## src/hdl/cpu_types_pkg.sv

```systemverilog
`default_nettype none

package cpu_types_pkg;

    // Instruction address, byte granular.
    typedef logic [31:0] addr_t;

    // Kind of control transfer resolved in execute this cycle.
    typedef enum logic [2:0] {
        BR_NONE  = 3'd0,
        BR_COND  = 3'd1, // beq, bne and friends.
        BR_J     = 3'd2,
        BR_JAL   = 3'd3,
        BR_JALR  = 3'd4,
        BR_JR_RA = 3'd5  // Function return.
    } branch_kind_t;

    // Resolved outcome sent back from execute.
    // Any kind other than BR_NONE is a one-cycle strobe.
    typedef struct packed {
        branch_kind_t kind;
        logic         taken;
        addr_t        pc;   // Address of the resolved instruction.
        addr_t        dest; // Resolved target.
        addr_t        ret;  // Link address, pc + 8.
    } exe_update_t;

endpackage

`default_nettype wire

```

## src/hdl/bpu_pkg.sv

```systemverilog
`default_nettype none

package bpu_pkg;

    // Prediction handed to the first fetch stage.
    typedef struct packed {
        logic                 hit;
        logic                 taken;
        cpu_types_pkg::addr_t target;
    } fetch_pred_t;

    // One line of the branch target buffer.
    // The tag keeps the whole word address, so the index bits are
    // checked twice. That keeps the compare independent of table size.
    typedef struct packed {
        logic                 valid;
        logic                 is_jump; // J or JAL, always taken.
        logic [29:0]          tag;     // Address bits [31:2].
        cpu_types_pkg::addr_t target;
    } btb_entry_t;

endpackage

`default_nettype wire

```

## src/hdl/branch_predictor.sv

```systemverilog
`default_nettype none

module branch_predictor #(
    parameter int PHT_ENTRIES   = 64,
    parameter int COUNTER_BITS  = 2,
    parameter int BTB_ENTRIES   = 16,
    parameter int RAS_DEPTH     = 8,
    parameter int RSITE_ENTRIES = 8
) (
    input  logic                        clk,
    input  logic                        reset,

    input  cpu_types_pkg::addr_t        f1_pc,   // First fetch stage.
    output bpu_pkg::fetch_pred_t        f1_pred,

    input  logic                        need_pre, // Conditional branch in decode.
    input  logic                        is_jr_ra_decode,
    output logic                        decode_taken,

    input  cpu_types_pkg::exe_update_t  exe
);

    import cpu_types_pkg::*;

    logic  pht_update;
    logic  btb_write;
    logic  btb_write_jump;
    logic  ras_push;
    logic  ras_pop;
    logic  rsite_write;

    logic  direction;
    logic  btb_hit;
    logic  btb_jump;
    logic  rsite_hit;
    addr_t btb_target;
    addr_t ras_top;

    // Execute kind to update strobes.
    always_comb begin
        pht_update     = 1'b0;
        btb_write      = 1'b0;
        btb_write_jump = 1'b0;
        ras_push       = 1'b0;
        rsite_write    = 1'b0;
        case (exe.kind)
            BR_COND: begin
                pht_update = 1'b1;
                btb_write  = 1'b1;
            end
            BR_J: begin
                btb_write      = 1'b1;
                btb_write_jump = 1'b1;
            end
            BR_JAL: begin
                btb_write      = 1'b1;
                btb_write_jump = 1'b1;
                ras_push       = 1'b1;
            end
            BR_JALR:  ras_push    = 1'b1;
            BR_JR_RA: rsite_write = 1'b1;
            default: ;
        endcase
    end

    assign ras_pop = is_jr_ra_decode | rsite_hit;

    // Fetch prediction.
    assign f1_pred.hit = btb_hit | rsite_hit;

    always_comb begin
        f1_pred.target = '0;
        if (btb_hit) begin
            f1_pred.target = btb_target;
        end else if (rsite_hit || is_jr_ra_decode) begin
            f1_pred.target = ras_top;
        end
    end

    always_comb begin
        f1_pred.taken = 1'b0;
        if (rsite_hit) begin
            f1_pred.taken = 1'b1;
        end else if (btb_hit) begin
            f1_pred.taken = btb_jump | direction; // Jumps are always taken.
        end
    end

    assign decode_taken = need_pre & direction;

    two_level_predictor #(
        .PHT_ENTRIES (PHT_ENTRIES),
        .COUNTER_BITS(COUNTER_BITS)
    ) u_pht (
        .clk,
        .reset,
        .update   (pht_update),
        .taken    (exe.taken),
        .direction(direction)
    );

    branch_target_buffer #(
        .BTB_ENTRIES(BTB_ENTRIES)
    ) u_btb (
        .clk,
        .reset,
        .lookup_pc   (f1_pc),
        .hit         (btb_hit),
        .is_jump     (btb_jump),
        .target      (btb_target),
        .write       (btb_write),
        .write_jump  (btb_write_jump),
        .write_pc    (exe.pc),
        .write_target(exe.dest)
    );

    return_addr_stack #(
        .RAS_DEPTH(RAS_DEPTH)
    ) u_ras (
        .clk,
        .reset,
        .push     (ras_push),
        .pop      (ras_pop),
        .push_addr(exe.ret),
        .top      (ras_top)
    );

    return_site_table #(
        .RSITE_ENTRIES(RSITE_ENTRIES)
    ) u_rsite (
        .clk,
        .reset,
        .write    (rsite_write),
        .write_pc (exe.pc),
        .lookup_pc(f1_pc),
        .hit      (rsite_hit)
    );

endmodule

`default_nettype wire

```

## src/hdl/branch_target_buffer.sv

```systemverilog
`default_nettype none

module branch_target_buffer #(
    parameter int BTB_ENTRIES = 16
) (
    input  logic                 clk,
    input  logic                 reset,

    input  cpu_types_pkg::addr_t lookup_pc,
    output logic                 hit,
    output logic                 is_jump,
    output cpu_types_pkg::addr_t target,

    input  logic                 write,
    input  logic                 write_jump,
    input  cpu_types_pkg::addr_t write_pc,
    input  cpu_types_pkg::addr_t write_target
);

    import bpu_pkg::*;

    localparam int IDX_BITS = $clog2(BTB_ENTRIES);

    btb_entry_t          entries [BTB_ENTRIES];
    btb_entry_t          rd_entry;
    btb_entry_t          wr_entry;
    logic [IDX_BITS-1:0] rd_idx;
    logic [IDX_BITS-1:0] wr_idx;

    // Lookup side.
    assign rd_idx   = lookup_pc[2 +: IDX_BITS];
    assign rd_entry = entries[rd_idx];

    assign hit     = rd_entry.valid && (rd_entry.tag == lookup_pc[31:2]);
    assign is_jump = rd_entry.is_jump; // Only meaningful on a hit.
    assign target  = rd_entry.target;

    // Write side, a whole line is replaced.
    assign wr_idx = write_pc[2 +: IDX_BITS];

    always_comb begin
        wr_entry.valid   = 1'b1;
        wr_entry.is_jump = write_jump;
        wr_entry.tag     = write_pc[31:2];
        wr_entry.target  = write_target;
    end

    always_ff @(posedge clk) begin
        if (reset) begin
            for (int i = 0; i < BTB_ENTRIES; i++) begin
                entries[i].valid <= 1'b0; // Tag and target keep their contents.
            end
        end else if (write) begin
            entries[wr_idx] <= wr_entry;
        end
    end

    // Aliasing branches simply evict each other.

endmodule

`default_nettype wire

```

## src/hdl/return_addr_stack.sv

```systemverilog
`default_nettype none

module return_addr_stack #(
    parameter int RAS_DEPTH = 8
) (
    input  logic                 clk,
    input  logic                 reset,
    input  logic                 push,      // JAL or JALR resolved.
    input  logic                 pop,       // Return seen in fetch or decode.
    input  cpu_types_pkg::addr_t push_addr,
    output cpu_types_pkg::addr_t top
);

    import cpu_types_pkg::*;

    localparam int PTR_BITS = (RAS_DEPTH > 1) ? $clog2(RAS_DEPTH) : 1;

    addr_t               stack [RAS_DEPTH];
    logic [PTR_BITS-1:0] ptr;      // Next free slot.
    logic [PTR_BITS-1:0] top_idx;
    logic [PTR_BITS-1:0] next_idx;

    // Circular pointer, explicit wrap so any depth works.
    assign top_idx  = (ptr == '0) ? PTR_BITS'(RAS_DEPTH - 1) : ptr - 1'b1;
    assign next_idx = (ptr == PTR_BITS'(RAS_DEPTH - 1)) ? '0 : ptr + 1'b1;

    assign top = stack[top_idx];

    always_ff @(posedge clk) begin
        if (reset) begin
            ptr <= '0;
            for (int i = 0; i < RAS_DEPTH; i++) begin
                stack[i] <= '0;
            end
        end else begin
            case ({push, pop})
                2'b11: stack[top_idx] <= push_addr; // Replace top.
                2'b10: begin
                    stack[ptr] <= push_addr; // Oldest entry lost on overflow.
                    ptr        <= next_idx;
                end
                2'b01: ptr <= top_idx;
                default: ;
            endcase
        end
    end

endmodule

`default_nettype wire

```

## src/hdl/return_site_table.sv

```systemverilog
`default_nettype none

module return_site_table #(
    parameter int RSITE_ENTRIES = 8
) (
    input  logic                 clk,
    input  logic                 reset,
    input  logic                 write,     // jr ra resolved in execute.
    input  cpu_types_pkg::addr_t write_pc,
    input  cpu_types_pkg::addr_t lookup_pc,
    output logic                 hit
);

    localparam int IDX_BITS = $clog2(RSITE_ENTRIES);

    logic                valid [RSITE_ENTRIES];
    logic [29:0]         tags  [RSITE_ENTRIES]; // Word address bits [31:2].
    logic [IDX_BITS-1:0] rd_idx;
    logic [IDX_BITS-1:0] wr_idx;

    assign rd_idx = lookup_pc[2 +: IDX_BITS];
    assign wr_idx = write_pc[2 +: IDX_BITS];

    // Fetch can redirect a return before decode sees it.
    assign hit = valid[rd_idx] && (tags[rd_idx] == lookup_pc[31:2]);

    always_ff @(posedge clk) begin
        if (reset) begin
            for (int i = 0; i < RSITE_ENTRIES; i++) begin
                valid[i] <= 1'b0;
            end
        end else if (write) begin
            valid[wr_idx] <= 1'b1;
        end
    end

    always_ff @(posedge clk) begin
        if (write) begin
            tags[wr_idx] <= write_pc[31:2];
        end
    end

endmodule

`default_nettype wire

```

## src/hdl/two_level_predictor.sv

```systemverilog
`default_nettype none

module two_level_predictor #(
    parameter int PHT_ENTRIES  = 64,
    parameter int COUNTER_BITS = 2
) (
    input  logic clk,
    input  logic reset,
    input  logic update,   // Conditional branch resolved.
    input  logic taken,
    output logic direction // 1 means taken.
);

    localparam int HIST_BITS = $clog2(PHT_ENTRIES);
    localparam logic [COUNTER_BITS-1:0] WEAK_NT = COUNTER_BITS'((1 << (COUNTER_BITS - 1)) - 1);
    localparam logic [COUNTER_BITS-1:0] CNT_MAX = '1;

    logic [HIST_BITS-1:0]    history;
    logic [COUNTER_BITS-1:0] pht [PHT_ENTRIES];
    logic [COUNTER_BITS-1:0] cnt;

    // History alone selects the counter, no pc bits are hashed in.
    assign cnt       = pht[history];
    assign direction = cnt[COUNTER_BITS-1];

    always_ff @(posedge clk) begin
        if (reset) begin
            history <= '0;
            for (int i = 0; i < PHT_ENTRIES; i++) begin
                pht[i] <= WEAK_NT;
            end
        end else if (update) begin
            // Saturating train of the counter used for the prediction.
            if (taken && cnt != CNT_MAX) begin
                pht[history] <= cnt + 1'b1;
            end else if (!taken && cnt != '0) begin
                pht[history] <= cnt - 1'b1;
            end
            history <= HIST_BITS'({history, taken}); // Newest outcome in the LSB.
        end
    end

endmodule

`default_nettype wire

```

## config.mk

```make
export PLATFORM = sky130hd
export DESIGN_NAME = branch_predictor
export DESIGN_NICKNAME = d
export VERILOG_FILES = /design/src/hdl/cpu_types_pkg.sv /design/src/hdl/bpu_pkg.sv /design/src/hdl/branch_predictor.sv /design/src/hdl/branch_target_buffer.sv /design/src/hdl/return_addr_stack.sv /design/src/hdl/return_site_table.sv /design/src/hdl/two_level_predictor.sv
export SDC_FILE = /design/constraint.sdc
export NUM_CORES = 2
export LEC_CHECK = 0
export ABC_AREA = 1
export BUFFER_PORTS_ARGS = -buffer_cell sky130_fd_sc_hd__buf_2
export CAP_MARGIN = 20
export CORE_MARGIN = 2
export CORE_UTILIZATION = 60
export DETAILED_ROUTE_END_ITERATION = 10
export PLACE_DENSITY_LB_ADDON = 0.25
export SLEW_MARGIN = 10
export SYNTH_ARGS = -nofsm -noshare
export SYNTH_HDL_FRONTEND = slang
export SYNTH_SLANG_ARGS = --single-unit
export TNS_END_PERCENT = 30
```

## constraint.sdc

```tcl
create_clock -name clk -period 12.2 [get_ports clk]
set_clock_uncertainty 0.1 [all_clocks]
set_input_delay 2.44 -clock clk [delete_from_list [all_inputs] [get_ports clk]]
set_output_delay 2.44 -clock clk [all_outputs]
set_load 0.005 [all_outputs]
```

==> reports/results.ini <==
[run_status]
status=complete, no violations

[finish]
layout_common_cells=edfxtp_1, nand2_1, nor2_1, nand3_1, o21ai_0
num-nets-final=6601
syn2layout_area_growth_pct=10.1
n_fill_cell=8286
drive_gt1_frac=0.0777
layout_commonest_cell=edfxtp_1

[setup_path]
critical_path_class=input pin to primary output
cp.required_ns=9.66
r2r_cells=21
reg2reg_to=u_ras.stack[6][30]$_SDFFCE_PN0P_
crit_path_end_kind=primary output
reg2reg_from=u_rsite.tags[3][10]$_DFFE_PP_
worstPathMaxFanout=204
r2r_setup_slack_ns=6.61
critPathLaunchType=input pin
worst_ep_arrival_time_ns=7.30

[synthesis]
ys_seq_area_frac=0.705
syn_nets=6593
netlist_area_um2=70700
yosys.cell_types.count=34
syn_area_per_cell_um2=11.0
ys_warn_count=0
ys_ff_latch=1671
syn_inst=6450

[cts]
clockBufferDepth=3
post_cts_resized=0
path_clk_slew_ns=0.06
htree_levels=4
cts_setup_buffers=0
hold_buffers=0
cts_tree=yes
cts-buffers-inserted=167
cts_root_buf=clkbuf_16
cts.sinks=1671
clock_latency_ns=0.79

[sta]
maxSlewViolCount=0
tightest_slew_ns=1.13
fin_setup_tns_ns=0
whs_ns=0.363
timing.fmax_mhz=102
rsz0062_at_grt=false
min_period_over_period=0.807
relSlewSlack=0.244
finalWorstSetupSlack_ns=2.36
finalCriticalPeriod_ns=9.84
hold_violations=0
setup_viol=0

[floorplan]
ioPinCount=171
die_w_um=347
dieArea_um2=121000
coreArea_um2=117000
die_h_um=347
initial_core_util=0.606
row_count=125

[power_and_ir_drop]
vdd_drop_max_v=0.000144
powerDensity_nw_per_um2=160
leakagePower_uw=0.0288

[route]
num_vias=49085
viasPerCell=6.04
remaining_drc_errors=0
ant_nets=0
drt_iter0_drc=6470
wl_per_cell_um=23.2
drt_wl_total_mm=188
dr.pass1.iters=6

[global_route]
antenna_found_initial=37
grt_pass1_vias=47086
grt_pass1_wl_mm=280
grtUsageTotal=0.309
grt_max_degree=207
grt_overflow=0

[min_path]
min_path_type=register to register
hold_path_end=u_btb.entries[5][63]$_SDFFE_PP1P_
holdPathStages=2
worstHoldStart=u_btb.entries[5][63]$_SDFFE_PP1P_

[flow_run]
cap_violations=0

[place]
place.gp.congestion=0.836
pre_cts_ws_ns=2.61
port_buffers=166
hpwl_mm=98.7

kinds of logic (layout without fill, tap and decap cells):
group | Yosys count | after routing | share of synthesized area
simple gates | 3204 | 3204 | 0.182
flops | 1671 | 1671 | 0.705
compound gates | 796 | 796 | 0.0667
buf+inv | 772 | 902 | 0.0452
fa+ha+maj | 7 | 7 | 0.00124
other cells | 0 | 19 | 0
flip-flops by register name, summed over array words and instances (netlist names), named ones only:
register       flops
u_rsite.tags     240
u_pht.history      6
u_btb.entries   1024
u_rsite.valid      8
u_ras.stack      256
u_pht.pht        128
u_ras.ptr          3
cell usage after synthesis:
cell | n | share of area
a32o_1 | 1 | 0.00014
edfxtp_1 | 1632 | 0.69
clkbuf_1 | 199 | 0.011
o21ai_0 | 404 | 0.029
nor2_2 | 2 | 0.00018
o31ai_1 | 1 | 0.00011
or2_0 | 1 | 0.000089
ha_1 | 7 | 0.0012
nand3_2 | 1 | 0.00014
nand4_1 | 1 | 0.000089
o211ai_1 | 54 | 0.0057
o21ai_1 | 13 | 0.00092
inv_2 | 3 | 0.00016
buf_1 | 39 | 0.0021
buf_2 | 134 | 0.0095
a221o_1 | 1 | 0.00014
a211oi_1 | 1 | 0.00011
nor2_4 | 1 | 0.00016
nand2_1 | 1568 | 0.083
buf_4 | 29 | 0.0031
nand2_2 | 1 | 0.000089
or2_2 | 2 | 0.00018
dfxtp_1 | 39 | 0.011
o221ai_1 | 96 | 0.012
o22ai_1 | 67 | 0.0059
buf_6 | 2 | 0.00032
nor2_1 | 982 | 0.052
inv_4 | 1 | 0.000089
nand3_1 | 630 | 0.045
inv_1 | 365 | 0.019
nand3b_1 | 4 | 0.00043
nor3_1 | 11 | 0.00078
a21oi_1 | 123 | 0.0087
a221oi_1 | 35 | 0.0043
routing by layer:
layer	vias to the layer above	wire length (µm)	global-route usage
li1	22333	-	-
met1	23677	70700	0.405
met2	2587	91400	0.509
met3	474	17700	0.0485
met4	14	8520	0.151
met5	-	88	0
how the worst max path moves through the flow:
stage | start | to | slack, ns
final | f1_pc[2] | f1_pred[10] | 2.36
after global routing | f1_pc[2] | f1_pred[10] | 2.15
after CTS | f1_pc[2] | f1_pred[10] | 2.58
after detailed placement | f1_pc[2] | f1_pred[10] | 2.61
after global placement | f1_pc[2] | f1_pred[32] | 2.71
after floorplan | f1_pc[2] | f1_pred[10] | 5.53
area by class of cell:
cell class | count | area (µm²) | area share
Sequential cell | 1671 | 49800 | 0.640
Multi-Input combinational cell | 4007 | 17900 | 0.230
Inverter | 369 | 1420 | 0.0182
Antenna cell | 19 | 47.5 | 0.000611
Tap cell | 1524 | 1910 | 0.0245
Clock buffer | 218 | 4500 | 0.0579
Clock inverter | 73 | 626 | 0.00805
Timing Repair Buffer | 242 | 1570 | 0.0202
stage by stage:
| stage | cell area (µm²) | power, µW | utilization | cells |
|---|---|---|---|---|
| floorplan | 70700 | 7180 | - | 6450 |
| global placement | 72500 | 7570 | 0.622 | 7809 |
| detailed placement | 72500 | 7600 | 0.622 | 7810 |
| CTS | 77600 | 12400 | 0.666 | 8101 |
| global route | 77700 | 12700 | 0.667 | 8117 |
| finish | 77800 | 12400 | 0.667 | 8123 |
worst max-delay path, cell delays in order:
cell and delay, ns:
buf_8 0.51, buf_12 0.57, buf_4 0.84, nand2_1 0.13, nand2_1 0.11, nand2_1 0.06
nand3_1 0.12, nand3_1 0.10, nand2_1 0.13, nand2_1 0.06, nor2_1 0.11, nand2_1 0.06
nor2_1 0.09, nand3_1 0.18, nor2_4 0.72, nand2_1 0.15, nand2_1 0.28, buf_2 0.17
report_power, final:
part	internal [µW]	total, µW	switching [µW]	leakage, µW
sequential	6400	6420	27.1	0.0153
clock	2810	4900	2090	0.00252
combinational	266	1080	812	0.0110
total	9480	12400	2930	0.0288
Note: power is estimated with default switching activity, not from simulation.
